### src/video_pkg.sv
`default_nettype none

package video_pkg;

	////////////////////////////////////////////////////////////
	// raster geometry, one clk per pixel
	////////////////////////////////////////////////////////////
	localparam int H_ACTIVE = 64;
	localparam int H_FRONT = 4;
	localparam int H_SYNC = 6;
	localparam int H_TOTAL = 80;
	localparam int V_ACTIVE = 32;
	localparam int V_FRONT = 2;
	localparam int V_SYNC = 2;
	localparam int V_TOTAL = 40;

	// layer 0 background, 1 foreground, 2 text
	localparam int NUM_LAYERS = 3;
	localparam int TILE_COLS = 8;
	localparam int TILE_ROWS = 4;
	localparam int MAP_ENTRIES = TILE_COLS * TILE_ROWS;
	localparam int MAP_AW = $clog2(MAP_ENTRIES);
	localparam int PAL_ENTRIES = 64;
	// timing -> layer -> mixer -> palette
	localparam int PIPE_DEPTH = 3;

	////////////////////////////////////////////////////////////
	// cpu address map
	////////////////////////////////////////////////////////////
	localparam logic [7:0] ADDR_MAP_BASE = 8'h00;
	localparam logic [7:0] ADDR_PAL_BASE = 8'h80;
	localparam logic [7:0] ADDR_SCROLL = 8'hC0;
	localparam logic [7:0] ADDR_PRIORITY = 8'hC4;
	localparam logic [7:0] ADDR_BACKCOLOR = 8'hC5;
	localparam logic [7:0] ADDR_DISABLE = 8'hC6;

	// one cpu write
	typedef struct packed {
		logic [7:0] addr;
		logic [11:0] data;
	} bus_wr_t;

	typedef struct packed {
		logic [6:0] h;
		logic [6:0] v;
		logic active;
	} raster_pos_t;

	// all active low
	typedef struct packed {
		logic hsync_n;
		logic vsync_n;
		logic hblank_n;
		logic vblank_n;
	} sync_t;

	typedef struct packed {
		logic [5:0] scroll;
		logic [1:0] prio;
		logic enable;
	} layer_cfg_t;

	// code 0 is see-through
	typedef struct packed {
		logic [3:0] code;
	} layer_pix_t;

	// index is layer in [5:4], code in [3:0]
	typedef struct packed {
		logic valid;
		logic [5:0] index;
	} dot_t;

	// syncs idle, picture blanked
	localparam sync_t SYNC_RESET = '{hsync_n: 1'b1, vsync_n: 1'b1, hblank_n: 1'b0, vblank_n: 1'b0};

endpackage

`default_nettype wire
### src/video_board.sv
`default_nettype none

module video_board import video_pkg::*; (
	input wire clk,
	input wire rst_n,
	input wire cpu_we,
	input wire bus_wr_t cpu_wr,
	output logic [3:0] red,
	output logic [3:0] green,
	output logic [3:0] blue,
	output logic hsync_n,
	output logic vsync_n,
	output logic hblank_n,
	output logic vblank_n,
	output logic csync_n
);

	raster_pos_t pos;
	sync_t sync;
	sync_t sync_out;
	logic [NUM_LAYERS-1:0] map_we;
	logic pal_we;
	logic [5:0] wr_addr;
	logic [11:0] wr_data;
	layer_cfg_t [NUM_LAYERS-1:0] layer_cfg;
	logic [5:0] backcolor;
	layer_pix_t [NUM_LAYERS-1:0] pix;
	logic active_d;
	dot_t dot;

	video_timing video_timing (
		.clk(clk),
		.rst_n(rst_n),
		.pos(pos),
		.sync(sync)
	);

	video_regs video_regs (
		.clk(clk),
		.rst_n(rst_n),
		.cpu_we(cpu_we),
		.cpu_wr(cpu_wr),
		.map_we(map_we),
		.pal_we(pal_we),
		.wr_addr(wr_addr),
		.wr_data(wr_data),
		.layer_cfg(layer_cfg),
		.backcolor(backcolor)
	);

	////////////////////////////////////////////////////////////
	// tilemap layers
	////////////////////////////////////////////////////////////
	// bg, fg, text share the write bus
	for (genvar i = 0; i < NUM_LAYERS; i++) begin : g_layer
		tile_layer tile_layer (
			.clk(clk),
			.rst_n(rst_n),
			.map_we(map_we[i]),
			.wr_addr(wr_addr[MAP_AW-1:0]),
			.wr_data(wr_data[3:0]),
			.pos(pos),
			.cfg(layer_cfg[i]),
			.pix(pix[i])
		);
	end

	// active flag, aligned with the layer pixels
	always_ff @(posedge clk or negedge rst_n) begin
		if (!rst_n) begin
			active_d <= 1'b0;
		end else begin
			active_d <= pos.active;
		end
	end

	layer_mixer layer_mixer (
		.clk(clk),
		.rst_n(rst_n),
		.pix(pix),
		.layer_cfg(layer_cfg),
		.backcolor(backcolor),
		.active_d(active_d),
		.dot(dot)
	);

	palette_out palette_out (
		.clk(clk),
		.rst_n(rst_n),
		.pal_we(pal_we),
		.wr_addr(wr_addr),
		.wr_data(wr_data),
		.dot(dot),
		.sync_in(sync),
		.red(red),
		.green(green),
		.blue(blue),
		.sync_out(sync_out),
		.csync_n(csync_n)
	);

	// board level sync pins
	assign hsync_n = sync_out.hsync_n;
	assign vsync_n = sync_out.vsync_n;
	assign hblank_n = sync_out.hblank_n;
	assign vblank_n = sync_out.vblank_n;

endmodule

`default_nettype wire

### src/palette_out.sv
`default_nettype none

module palette_out import video_pkg::*; (
	input wire clk,
	input wire rst_n,
	input wire pal_we,
	input wire [5:0] wr_addr,
	input wire [11:0] wr_data,
	input wire dot_t dot,
	input wire sync_t sync_in,
	output logic [3:0] red,
	output logic [3:0] green,
	output logic [3:0] blue,
	output sync_t sync_out,
	output logic csync_n
);

	// 4 bits each of r, g, b, red on top
	logic [11:0] pal_ram [PAL_ENTRIES];
	logic [11:0] rgb_q;
	sync_t [PIPE_DEPTH-1:0] sync_d;

	always_ff @(posedge clk) begin
		if (pal_we) begin
			pal_ram[wr_addr] <= wr_data;
		end
	end

	////////////////////////////////////////////////////////////
	// colour lookup and sync delay
	////////////////////////////////////////////////////////////
	// sync rides the same three stages as the pixel
	always_ff @(posedge clk or negedge rst_n) begin
		if (!rst_n) begin
			rgb_q <= '0;
			sync_d <= {PIPE_DEPTH{SYNC_RESET}};
		end else begin
			rgb_q <= dot.valid ? pal_ram[dot.index] : '0;
			sync_d <= {sync_d[PIPE_DEPTH-2:0], sync_in};
		end
	end

	assign red = rgb_q[11:8];
	assign green = rgb_q[7:4];
	assign blue = rgb_q[3:0];
	assign sync_out = sync_d[PIPE_DEPTH-1];
	// composite sync, low in either sync
	assign csync_n = sync_out.hsync_n & sync_out.vsync_n;

	// dark whenever the delayed blanking says so
	assert property (@(posedge clk) disable iff (!rst_n)
		!(sync_out.hblank_n && sync_out.vblank_n) |-> (rgb_q == '0));

endmodule

`default_nettype wire

### src/layer_mixer.sv
`default_nettype none

module layer_mixer import video_pkg::*; (
	input wire clk,
	input wire rst_n,
	input wire layer_pix_t [NUM_LAYERS-1:0] pix,
	input wire layer_cfg_t [NUM_LAYERS-1:0] layer_cfg,
	input wire [5:0] backcolor,
	input wire active_d,
	output dot_t dot
);

	logic found;
	logic [1:0] win_layer;
	logic [1:0] win_prio;
	logic [3:0] win_code;

	////////////////////////////////////////////////////////////
	// priority pick
	////////////////////////////////////////////////////////////
	always_comb begin
		found = 1'b0;
		win_layer = '0;
		win_prio = '0;
		win_code = '0;
		// ascending scan, >= hands a tie to the higher layer
		for (int i = 0; i < NUM_LAYERS; i++) begin
			if (pix[i].code != '0 && (!found || layer_cfg[i].prio >= win_prio)) begin
				found = 1'b1;
				win_layer = 2'(i);
				win_prio = layer_cfg[i].prio;
				win_code = pix[i].code;
			end
		end
	end

	////////////////////////////////////////////////////////////
	// dot register
	////////////////////////////////////////////////////////////
	always_ff @(posedge clk or negedge rst_n) begin
		if (!rst_n) begin
			dot <= '0;
		end else begin
			dot.valid <= active_d;
			// nothing opaque, fall back to back colour
			if (found) begin
				dot.index <= {win_layer, win_code};
			end else begin
				dot.index <= backcolor;
			end
		end
	end

endmodule

`default_nettype wire

### src/tile_layer.sv
`default_nettype none

module tile_layer import video_pkg::*; (
	input wire clk,
	input wire rst_n,
	input wire map_we,
	input wire [MAP_AW-1:0] wr_addr,
	input wire [3:0] wr_data,
	input wire raster_pos_t pos,
	input wire layer_cfg_t cfg,
	output layer_pix_t pix
);

	// tile code map, one solid code per tile
	logic [3:0] map_ram [MAP_ENTRIES];
	logic [5:0] col;
	logic [MAP_AW-1:0] tile_idx;

	////////////////////////////////////////////////////////////
	// cpu side
	////////////////////////////////////////////////////////////
	always_ff @(posedge clk) begin
		if (map_we) begin
			map_ram[wr_addr] <= wr_data;
		end
	end

	////////////////////////////////////////////////////////////
	// pixel fetch
	////////////////////////////////////////////////////////////
	always_comb begin
		// horizontal scroll wraps at 64
		col = pos.h[5:0] + cfg.scroll;
		// 8x8 pixel tiles, row major
		tile_idx = MAP_AW'(int'(pos.v[6:3]) * TILE_COLS + int'(col[5:3]));
	end

	// disabled or blanked reads as transparent
	always_ff @(posedge clk or negedge rst_n) begin
		if (!rst_n) begin
			pix <= '0;
		end else if (cfg.enable && pos.active) begin
			pix.code <= map_ram[tile_idx];
		end else begin
			pix.code <= '0;
		end
	end

endmodule

`default_nettype wire

### src/video_regs.sv
`default_nettype none

module video_regs import video_pkg::*; (
	input wire clk,
	input wire rst_n,
	input wire cpu_we,
	input wire bus_wr_t cpu_wr,
	output logic [NUM_LAYERS-1:0] map_we,
	output logic pal_we,
	output logic [5:0] wr_addr,
	output logic [11:0] wr_data,
	output layer_cfg_t [NUM_LAYERS-1:0] layer_cfg,
	output logic [5:0] backcolor
);

	logic [7:0] map_off;
	logic [7:0] pal_off;
	logic [7:0] scroll_off;
	logic hit_map;
	logic hit_pal;
	logic hit_scroll;

	////////////////////////////////////////////////////////////
	// address decode
	////////////////////////////////////////////////////////////
	always_comb begin
		map_off = cpu_wr.addr - ADDR_MAP_BASE;
		pal_off = cpu_wr.addr - ADDR_PAL_BASE;
		scroll_off = cpu_wr.addr - ADDR_SCROLL;
		// offsets wrap below the base, so one compare each
		hit_map = map_off < 8'(NUM_LAYERS * MAP_ENTRIES);
		hit_pal = pal_off < 8'(PAL_ENTRIES);
		hit_scroll = scroll_off < 8'(NUM_LAYERS);
	end

	// ram strobes, same edge as cpu_we
	always_comb begin
		for (int i = 0; i < NUM_LAYERS; i++) begin
			map_we[i] = cpu_we && hit_map && (int'(map_off) / MAP_ENTRIES == i);
		end
		pal_we = cpu_we && hit_pal;
		// index within the selected ram
		if (hit_pal) begin
			wr_addr = pal_off[5:0];
		end else begin
			wr_addr = {1'b0, map_off[4:0]};
		end
		wr_data = cpu_wr.data;
	end

	////////////////////////////////////////////////////////////
	// control registers
	////////////////////////////////////////////////////////////
	always_ff @(posedge clk or negedge rst_n) begin
		if (!rst_n) begin
			for (int i = 0; i < NUM_LAYERS; i++) begin
				layer_cfg[i].scroll <= '0;
				layer_cfg[i].prio <= '0;
				layer_cfg[i].enable <= 1'b1;
			end
			backcolor <= '0;
		end else if (cpu_we) begin
			// one scroll register per layer
			if (hit_scroll) begin
				layer_cfg[scroll_off[1:0]].scroll <= cpu_wr.data[5:0];
			end
			// two priority bits per layer, layer 0 lowest
			if (cpu_wr.addr == ADDR_PRIORITY) begin
				for (int i = 0; i < NUM_LAYERS; i++) begin
					layer_cfg[i].prio <= cpu_wr.data[2*i +: 2];
				end
			end
			// set bit turns the layer off
			if (cpu_wr.addr == ADDR_DISABLE) begin
				for (int i = 0; i < NUM_LAYERS; i++) begin
					layer_cfg[i].enable <= !cpu_wr.data[i];
				end
			end
			if (cpu_wr.addr == ADDR_BACKCOLOR) begin
				backcolor <= cpu_wr.data[5:0];
			end
		end
	end

	// one ram per write, palette never with a map
	assert property (@(posedge clk) disable iff (!rst_n)
		$onehot0({map_we, pal_we}));

endmodule

`default_nettype wire

### src/video_timing.sv
`default_nettype none

module video_timing import video_pkg::*; (
	input wire clk,
	input wire rst_n,
	output raster_pos_t pos,
	output sync_t sync
);

	logic [6:0] h_nxt;
	logic [6:0] v_nxt;
	logic h_sync_zone;
	logic v_sync_zone;

	////////////////////////////////////////////////////////////
	// next raster position
	////////////////////////////////////////////////////////////
	always_comb begin
		h_nxt = pos.h + 7'd1;
		v_nxt = pos.v;
		// step the line counter at the end of a line
		if (pos.h == 7'(H_TOTAL - 1)) begin
			h_nxt = '0;
			if (pos.v == 7'(V_TOTAL - 1)) begin
				v_nxt = '0;
			end else begin
				v_nxt = pos.v + 7'd1;
			end
		end
	end

	// sync windows sit after the front porch
	always_comb begin
		h_sync_zone = (h_nxt >= 7'(H_ACTIVE + H_FRONT)) &&
			(h_nxt < 7'(H_ACTIVE + H_FRONT + H_SYNC));
		v_sync_zone = (v_nxt >= 7'(V_ACTIVE + V_FRONT)) &&
			(v_nxt < 7'(V_ACTIVE + V_FRONT + V_SYNC));
	end

	////////////////////////////////////////////////////////////
	// counters and decoded flags
	////////////////////////////////////////////////////////////
	// flags decoded from next position so they line up with pos
	always_ff @(posedge clk or negedge rst_n) begin
		if (!rst_n) begin
			pos <= '0;
			sync <= SYNC_RESET;
		end else begin
			pos.h <= h_nxt;
			pos.v <= v_nxt;
			pos.active <= (h_nxt < 7'(H_ACTIVE)) && (v_nxt < 7'(V_ACTIVE));
			sync.hsync_n <= !h_sync_zone;
			sync.vsync_n <= !v_sync_zone;
			sync.hblank_n <= h_nxt < 7'(H_ACTIVE);
			sync.vblank_n <= v_nxt < 7'(V_ACTIVE);
		end
	end

	// counters stay inside the raster
	assert property (@(posedge clk) disable iff (!rst_n)
		(pos.h < 7'(H_TOTAL)) && (pos.v < 7'(V_TOTAL)));

endmodule

`default_nettype wire

### config.mk
export PLATFORM = sky130hd
export DESIGN_NAME = video_board
export DESIGN_NICKNAME = d
export VERILOG_FILES = /design/src/video_pkg.sv /design/src/video_board.sv /design/src/palette_out.sv /design/src/layer_mixer.sv /design/src/tile_layer.sv /design/src/video_regs.sv /design/src/video_timing.sv
export SDC_FILE = /design/constraint.sdc
export NUM_CORES = 1
export LEC_CHECK = 0
export BUFFER_PORTS_ARGS = -buffer_cell sky130_fd_sc_hd__buf_2
export CORE_MARGIN = 4
export CORE_UTILIZATION = 50
export CTS_BUF_LIST = sky130_fd_sc_hd__clkbuf_4 sky130_fd_sc_hd__clkbuf_8
export CTS_CLUSTER_SIZE = 24
export DETAILED_ROUTE_END_ITERATION = 7
export HOLD_SLACK_MARGIN = 0.15
export PLACE_DENSITY = 0.73
export SYNTH_ARGS = -nofsm -noshare
export SYNTH_HDL_FRONTEND = slang
export SYNTH_SLANG_ARGS = --single-unit
### constraint.sdc
create_clock -name clk -period 9.8 [get_ports clk]
set_input_delay 1.96 -clock clk [delete_from_list [all_inputs] [get_ports clk]]
set_output_delay 1.96 -clock clk [all_outputs]
set_load 0.02 [all_outputs]
==> impl_metrics.ini, run 1 <==
[critical_path]
arrival_ps = 5070
cpMaxStageDelayCell = buf_4
crit_chain = ha_1 -> buf_4 -> xor2_4 -> buf_4 -> nand2_1 -> o22a_1 -> o221ai_1 -> mux2i_1 -> o2111ai_1 -> nand3_1
rr_worst_depth = 10
cp-start-kind = flop
crit_type = flop to flop
r2r-start = video_timing.pos[12]
path_common_cell = buf_4
slowest_delay_ps = 570
cp.required_ps = 10470
cp-end-kind = flop
reg2reg_slack_ps = 5400
rr_endpoint = g_layer[2].tile_layer.pix[0]
cp_max_fo = 52

[clocking]
ctsResizeCount = 0
clk_pin_slew_worst_paths_ps = 60
htree_num_levels = 4
cts_tree = yes
cts_sinks = 1248
cts_buffer_depth = 3
root_buffer = clkbuf_8
hold_buffers = 0
cts_setup_buffers = 0
cts_buffers = 187
clk_latency_ps = 860

[final_layout]
num-nets-final = 3005
final_core_util_pct = 55.7
fillerInstances = 7622
drive_above_1_share_pct = 24.7
fin_cells = 4493
stdcell_area_sq_mm = 0.0568
multi_input_area_sq_mm = 0.0137
area_growth_pct = 10.6
seq_area_sq_mm = 0.0370

[grt]
grt_pass1_wl_microns = 185000
grt_use_total_pct = 23.3
antenna_found_initial = 10
grt_start_max_net_pins = 100
first_global_vias = 28000
overflow = 0

[sta]
setup_viol = 0
finalHoldViolations = 0
final-max-slew-violation-count = 0
fin_crit_sh_pct = 44.9
rsz0062_at_grt = false
slew_headroom_pct = 16.1
tightestPinTransition_ps = 1260
max_clock_freq_mhz = 227
skew_ps = 37.8
min_period_ps = 4400
setup_total_negative_slack_ps = 0

[yosys]
synthXorXnorAreaFrac_pct = 0.368
async_reset_ff_share_pct = 7.69
synthSimpleGateAreaFrac_pct = 5.37
synth.net_count = 2898
synth_edf_count = 1152
syn_area_per_cell_sq_um = 18.0
synth_ff_type = edfxtp_1
synth_fa_ha_area_share_pct = 0.439
synthDistinctLibCells = 73
synth_top_area_share_pct = 67.4
synth_area_leaders = edfxtp_1, mux4_2, dfrtp_1
synth_seq_cells = 1248
yosysWarnings = 0
synth_mux_area_share_pct = 15.7
synth_top_family_by_area = multiplexers
yosysSeqAreaShare_pct = 72.1
yosys.area.top_type = edfxtp_1
synth_area_sq_mm = 0.0513
synth_compound_area_share_pct = 4.54
netlist_instances = 2857

[route]
num_vias = 28200
drt-pass1-iter-count = 7
ant_nets = 0
drt_iter0_drc = 3752
drc = 0
drt-total-wl_microns = 125000
wl_per_cell_microns = 27.9
via_per_inst = 6.28

[placed_design]
hpwl_microns = 77600
io_buffers = 39
gp_congestion = 0.883
place_area_sq_mm = 0.0529
dp.cells = 4143

[min_path]
whs_path_depth = 0
whs_endpoint = palette_out.sync_d[5]
hold_class = flop to flop
hp-start = palette_out.sync_d[1]

[power_and_ir_drop]
power_density_mw_per_mm2 = 196
p_leak_nw = 18.2
ir_worst_vdd_mv = 0.141

[floorplanning]
die_area_sq_mm = 0.108
rows = 117
die_height_microns = 328
die_w_microns = 328
core_sq_mm = 0.102
start_util_pct = 50.4
ios = 40

[flow_run]
maxCapViolCount = 0

[status]
status = finished clean
[synth_stat cells, types with 11 or more instances]
cell type  count
o221ai_1      28
o22ai_1       21
buf_1         13
nor2b_1       35
edfxtp_1    1152
dfrtp_1       85
a311oi_1      12
clkbuf_1      96
mux4_2       286
mux2_2        76
and3_1        17
a31oi_1       25
and2_1        22
nor3_1        18
ha_1          18
dfstp_2       11
nor2_1       218
xnor2_1       11
a21oi_1       59
nand3_1       37
o211ai_1      19
buf_2         45
o21ai_0       66
mux2i_1       78
nand2_1      219
a211oi_1      50
[per-layer routing]
metal | up-vias | track usage, % | share of wire [%]
li1 | 11800 | - | -
met1 | 14400 | 32.3 | 38
met2 | 1690 | 35.8 | 47
met3 | 269 | 5.88 | 11
met4 | 6 | 9.53 | 3.7
met5 | - | 0.408 | 0.067
[worst max path at each step]
stage               slack (ps)                         start  cells past startpoint                      endpoint
detailed placement        4960                    cpu_wr[13]                      4    palette_out.pal_ram[50][7]
finish                    5400          video_timing.pos[12]                     10  g_layer[2].tile_layer.pix[0]
floorplan                 5970                    cpu_wr[12]                      4    palette_out.pal_ram[17][0]
CTS                       5460          video_timing.pos[12]                     10  g_layer[2].tile_layer.pix[1]
global placement          5080                    cpu_wr[19]                      5   palette_out.pal_ram[36][11]
global route              5250  g_layer[0].tile_layer.pix[1]                     12            layer_mixer.dot[4]
[state kept, by name, indices dropped and copies added (netlist names), 6 cells and up]
| signal | flops |
|---|---|
| layer_mixer.dot | 7 |
| video_regs.layer_cfg | 27 |
| video_regs.backcolor | 6 |
| g_layer.tile_layer.pix | 12 |
| video_timing.pos | 15 |
| palette_out.sync_d | 8 |
| palette_out.pal_ram | 768 |
| g_layer.tile_layer.map_ram | 384 |
| palette_out.rgb_q | 12 |
[power breakdown]
part | internal (mW) | switching (mW) | leakage, nW
logic | 0.368 | 0.488 | 4.69
registers | 5.86 | 0.0739 | 11.5
clock network | 2.34 | 1.98 | 1.98
[layout make-up]
type	instances	share of cell area (%)
multi-input cells	1437	24.0
clock inverters	92	1.24
flip-flops and latches	1248	65.2
diodes	8	0.0353
repair buffers	82	0.934
well taps	1368	3.01
inverters	8	0.0529
clock buffers	250	5.50
[critical path: cells and delay by family (launching register included)]
kind	cells	cell delay, ps
fa+ha+maj	1	360
buf+inv	2	1070
xor+xnor	1	530
flops	1	540
compound gates	3	860
mux	1	150
simple gates	2	650
[stage by stage]
step / power, mW / worst slack (ps) / hold WS (ps)
after floorplan: 6.56 / 5970 / 331
after global placement: 6.88 / 5080 / 346
after detailed placement: 6.90 / 4960 / 337
after CTS: 11.2 / 5460 / 350
after global routing: 11.5 / 5250 / 359
final: 11.1 / 5400 / 347
[cell families (layout without fill, tap and decap cells)]
| group | after synthesis | count (layout) |
|---|---|---|
| other | 0 | 8 |
| adder cells (fa/ha/maj) | 18 | 18 |
| AO/OA/AOI/OAI | 343 | 343 |
| buffers and inverters | 172 | 432 |
| multiplexers | 440 | 440 |
| XOR/XNOR | 19 | 19 |
| AND/OR/NAND/NOR | 617 | 617 |
| flip-flops | 1248 | 1248 |
[cells in the final DEF (no fill, tap or decap), types with 53 or more instances in the layout]
master / n
edfxtp_1: 1152
mux4_2: 286
nand2_1: 218
nor2_1: 216
clkbuf_8: 199
dfrtp_1: 81
mux2i_1: 78
mux2_2: 76
o21ai_0: 66
a21oi_1: 59
clkinv_1: 53
Note: power is estimated with default switching activity, not from simulation.
==> run 2: changes to the inputs <==
- clock period: 9.8 -> 4.21 ns (I/O delays scaled with it)
==> run 2 against run 1 <==
Against the previous run:
- clock skew increased by 5.2 ps
- sequential share of layout area shrank 1.0 points
- combinational power is 140% higher
- setup slack got worse by 4900 ps
- total power is 130% higher
- utilization up 0.91 points
- cell count grew 2.1%
- routed wire length shrank 0.46%
- die area unchanged
- worst hold slack worse by 27 ps
- design area is 1.6% higher
==> impl_metrics.ini, run 2 (same netlist as run 1, synthesis figures left out) <==
[route]
via_per_inst = 6.22
ant_nets = 0
drc = 0
drt_iter0_drc = 3662
wl_per_cell_microns = 27.2
drt-total-wl_microns = 125000
drt-pass1-iter-count = 7
num_vias = 28500

[floorplanning]
die_height_microns = 328
die_area_sq_mm = 0.108
start_util_pct = 50.4
core_sq_mm = 0.102
rows = 117
ios = 40
die_w_microns = 328

[critical_path]
rr_worst_depth = 8
reg2reg_slack_ps = 460
worstSetupEndpoint = g_layer[0].tile_layer.pix[1]
arrival_ps = 4550
cp.required_ps = 5010
cp-start-kind = flop
crit_start = video_timing.pos[11]
r2r-start = video_timing.pos[11]
crit_type = flop to flop
rr_endpoint = g_layer[0].tile_layer.pix[1]
cp_max_fo = 22
cp-end-kind = flop

[sta]
setup_ws_ps = 458
finalHoldViolations = 0
slew_headroom_pct = 7.48
final-max-slew-violation-count = 0
setup_viol = 0
rsz0062_at_grt = false
setup_total_negative_slack_ps = 0
holdWs_ps = 320
skew_ps = 43.0
max_clock_freq_mhz = 266
min_period_ps = 3750
tightestPinTransition_ps = 1390
fin_crit_sh_pct = 89.1

[clocking]
cts_buffer_depth = 3
htree_num_levels = 4
clk_pin_slew_worst_paths_ps = 60
root_buffer = clkbuf_8
clk_latency_ps = 880
cts_buffers = 193
cts_tree = yes
cts_sinks = 1248

[placed_design]
hpwl_microns = 77700
place_area_sq_mm = 0.0537
gp_congestion = 0.911
io_buffers = 39
place_ws_ps = 612

[grt]
grt_use_total_pct = 23.3
grt_start_max_net_pins = 114
first_global_vias = 28900
grt_pass1_wl_microns = 186000
antenna_found_initial = 6
overflow = 0

[power_and_ir_drop]
ir_worst_vdd_mv = 0.293
p_leak_nw = 18.8
power_density_mw_per_mm2 = 452

[final_layout]
drive_above_1_share_pct = 27.7
largestRegisters = palette_out.pal_ram x768, g_layer.tile_layer.map_ram x384, video_regs.layer_cfg x27
largest_register_ff_count = 768
area_growth_pct = 12.4
stdcell_area_sq_mm = 0.0577
final_core_util_pct = 56.7
fillerInstances = 7541
mostFrequentLayoutCell = edfxtp_1
num-nets-final = 3095
top_register = palette_out.pal_ram
final_cell_mix = edfxtp_1, mux4_2, nand2_1

[status]
status = finished clean

[min_path]
hold_class = flop to flop
hp-start = video_timing.sync[1]

[flow_run]
maxCapViolCount = 0
run 2: cell count changes in the layout (fill, tap and decap cells not counted), sizes merged:
cell,previous run,this run
dlygate4sd3,0,1
clkinv,70,48
clkbuf,250,283
inv,11,18
buf,82,165
clkinvlp,9,5
bufinv,10,5
run 2: worst min-delay path by stage:
stage / end / slack [ps] / cells past startpoint
final: palette_out.sync_d[1] / 320 / 0
after CTS: palette_out.sync_d[1] / 330 / 0
after global routing: palette_out.sync_d[1] / 350 / 0
after detailed placement: palette_out.sync_d[1] / 340 / 0
after global placement: palette_out.sync_d[1] / 340 / 0
after floorplan: layer_mixer.dot[6] / 330 / 0
run 2: final cells by class:
| class | instances | area, sq um | area share [%] |
|---|---|---|---|
| antenna | 8 | 20.0 | 0.0347 |
| clock buffer | 283 | 3430 | 5.94 |
| clock inverter | 68 | 546 | 0.945 |
| inverter | 8 | 30.0 | 0.0520 |
| multi-input combinational | 1437 | 13700 | 23.7 |
| sequential | 1248 | 37000 | 64.1 |
| tap | 1368 | 1710 | 2.97 |
| timing repair buffer | 166 | 1310 | 2.28 |
run 2: metal layers:
metal	GRT usage, %	routed length (microns)
met5	0	7
met4	9.24	4750
met3	5.87	11700
met2	35.7	58700
met1	32.4	49700
run 2: timing repair:
item	4_1_cts	5_1_grt
endpoints found under the hold margin	48	0
buffers inserted	0	0
resized for setup	0	0
hold buffers	1	0
run 2: report_power, final:
group	switching, mW	leakage, nW	internal (mW)
Clock	4.70	2.11	5.58
Combinational	1.16	5.19	0.891
Sequential	0.124	11.5	13.6
run 2: through the flow:
stage	total power [mW]	instances
after detailed placement	16.1	4226
final	26.1	4586
after global placement	16.0	4226
after global routing	27.0	4580
after floorplan	15.3	2857
after CTS	26.3	4578
run 2: worst max-delay path, cell delays in order, from the launching register on:
cell	delay, ps
dfrtp_1	490
ha_1	820
or4_1	510
o221a_2	590
o221ai_1	280
o22ai_1	200
o22ai_1	140
a2111oi_0	460
buf_4	170
